File: config.mk
export PLATFORM = sky130hd
export DESIGN_NAME = rx_front
export DESIGN_NICKNAME = d
export VERILOG_FILES = /design/src/rx_front_pkg.sv /design/src/cfo_derotator.sv /design/src/cic_decimator.sv /design/src/align_delay_line.sv /design/src/rx_front.sv
export SDC_FILE = /design/constraint.sdc
export NUM_CORES = 1
export LEC_CHECK = 0
export BUFFER_PORTS_ARGS = -buffer_cell sky130_fd_sc_hd__buf_2
export CAP_MARGIN = 20
export CORE_AREA = 3 3 310 312
export DETAILED_ROUTE_END_ITERATION = 10
export DIE_AREA = 0 0 313 315
export MAX_ROUTING_LAYER = met4
export PLACE_DENSITY_LB_ADDON = 0.08
export SLEW_MARGIN = 15
export SYNTH_ARGS = -nofsm -noshare
export SYNTH_HDL_FRONTEND = slang
export SYNTH_SLANG_ARGS = --single-unit
File: constraint.sdc
create_clock -name clk_i -period 13.5 [get_ports clk_i]
set_input_delay 4.05 -clock clk_i [delete_from_list [all_inputs] [get_ports clk_i]]
set_output_delay 4.05 -clock clk_i [all_outputs]
set_load 0.05 [all_outputs]
File: src/rx_front_pkg.sv
package rx_front_pkg;

    // ----------------------------------------------------------------------
    // sample format
    // ----------------------------------------------------------------------

    // one real or imaginary component
    localparam int SAMPLE_DW = 16;
    // complex sample, imag in upper half, real in lower half
    localparam int IQ_DW = 2 * SAMPLE_DW;

    // ----------------------------------------------------------------------
    // derotator, CIC and alignment
    // ----------------------------------------------------------------------

    // phase accumulator and offset word
    localparam int PHASE_DW = 20;

    localparam int CIC_STAGES = 3;
    localparam int CIC_RATE = 2;
    // growth of N * log2(R * M) bits
    localparam int CIC_ACC_DW = SAMPLE_DW + CIC_STAGES;

    // stages ahead of frame timing
    localparam int DELAY_LEN = 14;

    // ----------------------------------------------------------------------
    // vector types
    // ----------------------------------------------------------------------

    typedef logic signed [SAMPLE_DW-1:0] sample_t;
    typedef logic [IQ_DW-1:0] iq_sample_t;
    typedef logic signed [PHASE_DW-1:0] phase_t;
    typedef logic signed [CIC_ACC_DW-1:0] cic_acc_t;

endpackage

File: src/cfo_derotator.sv
`timescale 1ns/1ps

module cfo_derotator (
    input  logic                     clk_i,
    input  logic                     reset_ni,

    input  rx_front_pkg::iq_sample_t sample_i,
    input  logic                     sample_valid_i,

    input  rx_front_pkg::phase_t     cfo_inc_i,
    input  logic                     cfo_valid_i,

    output rx_front_pkg::iq_sample_t derot_o,
    output logic                     derot_valid_o
);

    // total offset and running phase
    rx_front_pkg::phase_t  freq_q;
    rx_front_pkg::phase_t  phase_q;

    rx_front_pkg::sample_t in_re;
    rx_front_pkg::sample_t in_im;
    rx_front_pkg::sample_t rot_re;
    rx_front_pkg::sample_t rot_im;
    logic [1:0]            quadrant;

    // -x, with the most negative value clipped to the most positive
    function automatic rx_front_pkg::sample_t neg_sat(input rx_front_pkg::sample_t x);
        rx_front_pkg::sample_t res;
        res = -x;
        if (x[rx_front_pkg::SAMPLE_DW-1] && (x[rx_front_pkg::SAMPLE_DW-2:0] == '0)) begin
            res = ~x;
        end
        return res;
    endfunction

    assign in_re = sample_i[rx_front_pkg::SAMPLE_DW-1:0];
    assign in_im = sample_i[rx_front_pkg::IQ_DW-1:rx_front_pkg::SAMPLE_DW];

    // top two phase bits select the quarter turn
    assign quadrant = phase_q[rx_front_pkg::PHASE_DW-1 -: 2];

    // ----------------------------------------------------------------------
    // quarter-turn rotation
    // ----------------------------------------------------------------------
    always_comb begin
        case (quadrant)
            2'd0: begin
                rot_re = in_re;
                rot_im = in_im;
            end
            2'd1: begin
                rot_re = in_im;
                rot_im = neg_sat(in_re);
            end
            2'd2: begin
                rot_re = neg_sat(in_re);
                rot_im = neg_sat(in_im);
            end
            default: begin
                rot_re = neg_sat(in_im);
                rot_im = in_re;
            end
        endcase
    end

    // ----------------------------------------------------------------------
    // offset, phase and output registers
    // ----------------------------------------------------------------------
    always_ff @(posedge clk_i) begin
        if (!reset_ni) begin
            freq_q        <= '0;
            phase_q       <= '0;
            derot_o       <= '0;
            derot_valid_o <= 1'b0;
        end else begin
            // updates are relative to the previous one
            if (cfo_valid_i) begin
                freq_q <= freq_q - cfo_inc_i;
            end

            // old offset applies when both strobes coincide
            if (sample_valid_i) begin
                phase_q <= phase_q + freq_q;
                derot_o <= {rot_im, rot_re};
            end

            derot_valid_o <= sample_valid_i;
        end
    end

endmodule

File: src/cic_decimator.sv
`timescale 1ns/1ps

module cic_decimator (
    input  logic                  clk_i,
    input  logic                  reset_ni,

    input  rx_front_pkg::sample_t in_i,
    input  logic                  in_valid_i,

    output rx_front_pkg::sample_t out_o,
    output logic                  out_valid_o
);

    // integrator state and next values
    rx_front_pkg::cic_acc_t integ_q [rx_front_pkg::CIC_STAGES];
    rx_front_pkg::cic_acc_t integ_d [rx_front_pkg::CIC_STAGES];

    // comb delays, one decimated sample each
    rx_front_pkg::cic_acc_t comb_dly_q [rx_front_pkg::CIC_STAGES];
    rx_front_pkg::cic_acc_t comb_val [rx_front_pkg::CIC_STAGES + 1];

    // position inside the decimation group
    logic [$clog2(rx_front_pkg::CIC_RATE)-1:0] dec_phase_q;
    logic                                      dec_hit;

    assign dec_hit = in_valid_i && (dec_phase_q == rx_front_pkg::CIC_RATE - 1);

    // ----------------------------------------------------------------------
    // integrators
    // ----------------------------------------------------------------------

    // current input already included, so the comb sees x[n]
    always_comb begin
        integ_d[0] = integ_q[0] + rx_front_pkg::cic_acc_t'(in_i);
        for (int k = 1; k < rx_front_pkg::CIC_STAGES; k++) begin
            integ_d[k] = integ_q[k] + integ_d[k-1];
        end
    end

    // ----------------------------------------------------------------------
    // combs
    // ----------------------------------------------------------------------
    always_comb begin
        comb_val[0] = integ_d[rx_front_pkg::CIC_STAGES-1];
        for (int k = 0; k < rx_front_pkg::CIC_STAGES; k++) begin
            comb_val[k+1] = comb_val[k] - comb_dly_q[k];
        end
    end

    // ----------------------------------------------------------------------
    // state and output
    // ----------------------------------------------------------------------
    always_ff @(posedge clk_i) begin
        if (!reset_ni) begin
            for (int k = 0; k < rx_front_pkg::CIC_STAGES; k++) begin
                integ_q[k]    <= '0;
                comb_dly_q[k] <= '0;
            end
            dec_phase_q <= '0;
            out_o       <= '0;
            out_valid_o <= 1'b0;
        end else begin
            out_valid_o <= dec_hit;

            if (in_valid_i) begin
                for (int k = 0; k < rx_front_pkg::CIC_STAGES; k++) begin
                    integ_q[k] <= integ_d[k];
                end

                if (dec_phase_q == rx_front_pkg::CIC_RATE - 1) begin
                    dec_phase_q <= '0;
                end else begin
                    dec_phase_q <= dec_phase_q + 1'b1;
                end
            end

            if (dec_hit) begin
                for (int k = 0; k < rx_front_pkg::CIC_STAGES; k++) begin
                    comb_dly_q[k] <= comb_val[k];
                end
                // drop the gain bits, (R*M)^N = 8
                out_o <= comb_val[rx_front_pkg::CIC_STAGES][rx_front_pkg::CIC_ACC_DW-1 -:
                                                             rx_front_pkg::SAMPLE_DW];
            end
        end
    end

endmodule

File: src/align_delay_line.sv
`timescale 1ns/1ps

module align_delay_line (
    input  logic                     clk_i,
    input  logic                     reset_ni,

    input  rx_front_pkg::iq_sample_t in_i,
    input  logic                     in_valid_i,

    output rx_front_pkg::iq_sample_t out_o,
    output logic                     out_valid_o
);

    rx_front_pkg::iq_sample_t         data_q [rx_front_pkg::DELAY_LEN];
    logic [rx_front_pkg::DELAY_LEN-1:0] valid_q;

    // ----------------------------------------------------------------------
    // shift every cycle, gaps travel along with the data
    // ----------------------------------------------------------------------
    always_ff @(posedge clk_i) begin
        if (!reset_ni) begin
            for (int i = 0; i < rx_front_pkg::DELAY_LEN; i++) begin
                data_q[i] <= '0;
            end
            valid_q <= '0;
        end else begin
            data_q[0] <= in_i;
            for (int i = 1; i < rx_front_pkg::DELAY_LEN; i++) begin
                data_q[i] <= data_q[i-1];
            end
            valid_q <= {valid_q[rx_front_pkg::DELAY_LEN-2:0], in_valid_i};
        end
    end

    // last stage
    assign out_o       = data_q[rx_front_pkg::DELAY_LEN-1];
    assign out_valid_o = valid_q[rx_front_pkg::DELAY_LEN-1];

endmodule

File: src/rx_front.sv
`timescale 1ns/1ps

module rx_front (
    input  logic                     clk_i,
    input  logic                     reset_ni,

    // baseband samples
    input  rx_front_pkg::iq_sample_t sample_i,
    input  logic                     sample_valid_i,

    // relative offset update from cell search
    input  rx_front_pkg::phase_t     cfo_inc_i,
    input  logic                     cfo_valid_i,

    // to frame timing
    output rx_front_pkg::iq_sample_t delayed_o,
    output logic                     delayed_valid_o,

    // to correlator
    output rx_front_pkg::iq_sample_t decim_o,
    output logic                     decim_valid_o
);

    rx_front_pkg::iq_sample_t derot_data;
    logic                     derot_valid;

    rx_front_pkg::sample_t    decim_re;
    rx_front_pkg::sample_t    decim_im;

    // ----------------------------------------------------------------------
    // frequency correction
    // ----------------------------------------------------------------------
    cfo_derotator derot_i (
        .clk_i          (clk_i),
        .reset_ni       (reset_ni),
        .sample_i       (sample_i),
        .sample_valid_i (sample_valid_i),
        .cfo_inc_i      (cfo_inc_i),
        .cfo_valid_i    (cfo_valid_i),
        .derot_o        (derot_data),
        .derot_valid_o  (derot_valid)
    );

    // ----------------------------------------------------------------------
    // correlator path, one CIC per component
    // ----------------------------------------------------------------------
    cic_decimator cic_re (
        .clk_i       (clk_i),
        .reset_ni    (reset_ni),
        .in_i        (derot_data[rx_front_pkg::SAMPLE_DW-1:0]),
        .in_valid_i  (derot_valid),
        .out_o       (decim_re),
        .out_valid_o (decim_valid_o)
    );

    // runs in lockstep with cic_re
    cic_decimator cic_im (
        .clk_i       (clk_i),
        .reset_ni    (reset_ni),
        .in_i        (derot_data[rx_front_pkg::IQ_DW-1:rx_front_pkg::SAMPLE_DW]),
        .in_valid_i  (derot_valid),
        .out_o       (decim_im),
        .out_valid_o ()
    );

    assign decim_o = {decim_im, decim_re};

    // ----------------------------------------------------------------------
    // alignment path
    // ----------------------------------------------------------------------
    align_delay_line delay_i (
        .clk_i       (clk_i),
        .reset_ni    (reset_ni),
        .in_i        (derot_data),
        .in_valid_i  (derot_valid),
        .out_o       (delayed_o),
        .out_valid_o (delayed_valid_o)
    );

endmodule

==> impl_metrics.tcl <==
set metrics [dict create \
    die_w_um 313 \
    floorplan.initialDensity_pct 39.9 \
    fin_crit_sh_pct 65.6 \
    tightest_slew_ns 1.01 \
    use_met2_pct 22.4 \
    layout_min_cycle_time_ns 8.85 \
    numPortBuffers 121 \
    routabilityCongestion 0.797 \
    avgSynthCellArea_um2 10.0 \
    grt_max_degree 245 \
    reg2reg_from "cic_im.integ_q[0][0]$_SDFFCE_PN0P_" \
    setup_viol 0 \
    ys.flop_type "dfxtp_1" \
    dp_hpwl_um 49100 \
    cts_tree "yes" \
    dieArea_um2 98600 \
    min_from "delay_i.data_q[0][71]$_SDFF_PN0_" \
    antenna_found_initial 23 \
    maxSlewHeadroom_pct 32.5 \
    r2r_setup_slack_ns 4.65 \
    via_per_inst 4.80 \
    final.setup_skew_ns 0.0402 \
    rows 112 \
    arrival_ns 9.44 \
    drive_gt1_share_pct 8.90 \
    drt-total-wl_um 73300 \
    clk_latency_ns 0.67 \
    synth_top_area_share_pct 30.6 \
    busiest_layer "met2" \
    synth_nets 4051 \
    synth-edff-count 228 \
    netlist_instances 3726 \
    cap_violations 0 \
    cp_max_fo 6 \
    clockRootBuffer "clkbuf_16" \
    cpMaxStageDelayCell "a2111oi_0" \
    r2r-end "cic_im.out_o[15]$_SDFFE_PN0P_" \
    post_cts_resized 0 \
    endpoint_kind "register" \
    yosys.area.top_type "dfxtp_1" \
    ys_warn_count 0 \
    ys_async_sr_fraction_pct 0 \
    ys_seq_area_share_pct 49.0 \
    syn2layout_area_growth_pct 12.5 \
    via_count 24700 \
    htreeDepth 3 \
    rsz0062_at_grt "no" \
    cts_hold_buf 0 \
    path_common_cell "ha_1" \
    drc 0 \
    gr-usage-all-layers_pct 15.2 \
    hold_end "delay_i.data_q[0][103]$_SDFF_PN0_" \
    numCtsBuffers 89 \
    status "finished clean" \
    fp.dieH_um 315 \
    tns_ns 0 \
    hold_class "reg -> reg" \
    cts.reportedPaths.clkPinSlew_ns 0.06 \
    syn_area_um2 37300 \
    use_met3_pct 4.26 \
    cts.sink_count 798 \
    synth_common_cells "591 x and2_1, 570 x dfxtp_1, 294 x nor2_1" \
    synth_most_common_cell "and2_1" \
    ys_seq_elements 798 \
    ant_nets 0 \
    drt_iter0_drc 1503 \
    grt_pass1_vias 23400 \
    start_kind "register" \
    whs_path_depth 1 \
    utilization_pct 44.9 \
    grt_pass1_wl_um 120000 \
    finalNetCount 4129 \
    hold_violations 0 \
    wl_per_cell_um 14.2 \
    whs_ns 0.407 \
    slew_viol_final 0 \
    core_area_um2 93300 \
    ys_types 90 \
    io_pins 122 \
    crit_required_ns 14.09 \
    overflow 0 \
    cts_setup_buffers 0 \
    use_met1_pct 20.7 \
    criticalPathCategory "reg -> reg" \
    max_clock_freq_mhz 113 \
    first_pass_iters 5 \
    cts.path.max_buffers 3 \
    worst_r2r_path_depth 35 \
    synth.area.top_cells "dfxtp_1 31%, edfxtp_1 18%, and2_1 9.9%" \
    worst_path_largest_cell_delay_ns 0.83 \
]
==> worst max path at each step <==
stage	endpoint	depth (start not counted)	startpoint
detailed placement	cic_im.out_o[15]$_SDFFE_PN0P_	35	cic_im.integ_q[0][0]$_SDFFCE_PN0P_
floorplan	cic_im.integ_q[0][0]$_SDFFCE_PN0P_	4	reset_ni
global placement	cic_im.out_o[15]$_SDFFE_PN0P_	37	cic_im.integ_q[0][1]$_SDFFCE_PN0P_
global route	cic_im.out_o[15]$_SDFFE_PN0P_	37	cic_im.integ_q[0][1]$_SDFFCE_PN0P_
finish	cic_im.out_o[15]$_SDFFE_PN0P_	35	cic_im.integ_q[0][0]$_SDFFCE_PN0P_
CTS	cic_im.out_o[15]$_SDFFE_PN0P_	35	cic_im.integ_q[0][0]$_SDFFCE_PN0P_
==> metal layers <==
layer,wire (µm),vias up
met5,0,-
met4,1550,0
met3,4090,120
met2,30400,368
met1,37300,11300
li1,-,12900
==> layout make-up <==
| class | count | area, µm² |
|---|---|---|
| fillers | 8958 | 51400 |
| flip-flops and latches | 798 | 18300 |
| multi-input cells | 2520 | 17300 |
| clock buffers | 132 | 2630 |
| well taps | 1254 | 1570 |
| inverters | 254 | 953 |
| repair buffers | 141 | 778 |
| clock inverters | 33 | 329 |
| diodes | 17 | 42.5 |
==> state kept, by name, summed over array words and instances, names as in the netlist <==
name                   count
cic_re.integ_q            57
cic_im.comb_dly_q         57
derot_i.derot_o           32
derot_i.phase_q           20
cic_im.out_o              16
derot_i.freq_q            20
cic_re.out_o              16
cic_re.dec_phase_q         1
delay_i.valid_q           14
derot_i.derot_valid_o      1
cic_re.comb_dly_q         57
cic_im.dec_phase_q         1
cic_re.out_valid_o         1
cic_im.integ_q            57
delay_i.data_q           448
==> kinds of logic (layout without fill, tap and decap cells) <==
logic type	count (synthesis)	in the layout	synth area share, %
AO/OA/AOI/OAI	646	646	11.2
XOR/XNOR	197	197	4.83
adder cells (fa/ha/maj)	269	269	9.28
buffers and inverters	408	560	4.46
flip-flops	798	798	49.0
multiplexers	52	52	1.86
other	0	17	0
AND/OR/NAND/NOR	1356	1356	19.3
==> layout by cell type, fill, tap and decap left out, types with 21 or more instances in the layout <==
| master | netlist | routed |
|---|---|---|
| clkbuf_1 | 111 | 22 |
| o21a_1 | 25 | 25 |
| ha_1 | 257 | 257 |
| nand2_1 | 179 | 179 |
| edfxtp_1 | 228 | 228 |
| nor2_1 | 294 | 294 |
| o21bai_1 | 21 | 21 |
| clkbuf_16 | 0 | 92 |
| nand3_1 | 59 | 59 |
| o211ai_1 | 21 | 21 |
| and2_1 | 591 | 591 |
| a21boi_0 | 22 | 22 |
| a21o_1 | 54 | 54 |
| nor2b_1 | 35 | 35 |
| dfxtp_1 | 570 | 568 |
| xor2_1 | 69 | 69 |
| a21oi_1 | 189 | 189 |
| nor3_1 | 69 | 69 |
| mux2i_1 | 31 | 31 |
| inv_1 | 252 | 250 |
| o31ai_1 | 21 | 21 |
| nand2b_1 | 29 | 28 |
| and3_1 | 22 | 22 |
| xnor2_1 | 122 | 122 |
| o21ai_0 | 140 | 140 |
| buf_2 | 1 | 120 |
| a211oi_1 | 27 | 27 |
==> stage by stage <==
stage | setup slack, ns | instances | area (µm²)
floorplan | 5.72 | 3726 | 37300
global placement | 4.85 | 4967 | 38900
detailed placement | 4.71 | 4967 | 38900
CTS | 4.60 | 5132 | 41900
global route | 3.91 | 5146 | 41900
finish | 4.65 | 5149 | 41900
==> critical path, delay by kind of cell, from the launching register on <==
kind	cells	cell delay, ns
buffers and inverters	1	0.08
AND/OR/NAND/NOR	7	1.29
flip-flops	1	0.36
XOR/XNOR	6	1.41
AO/OA/AOI/OAI	14	3.32
adder cells (fa/ha/maj)	7	2.29
Power is left out: the tool's default activity adds up to more than one toggle a clock period on the data nets, which glitch-free logic cannot reach.
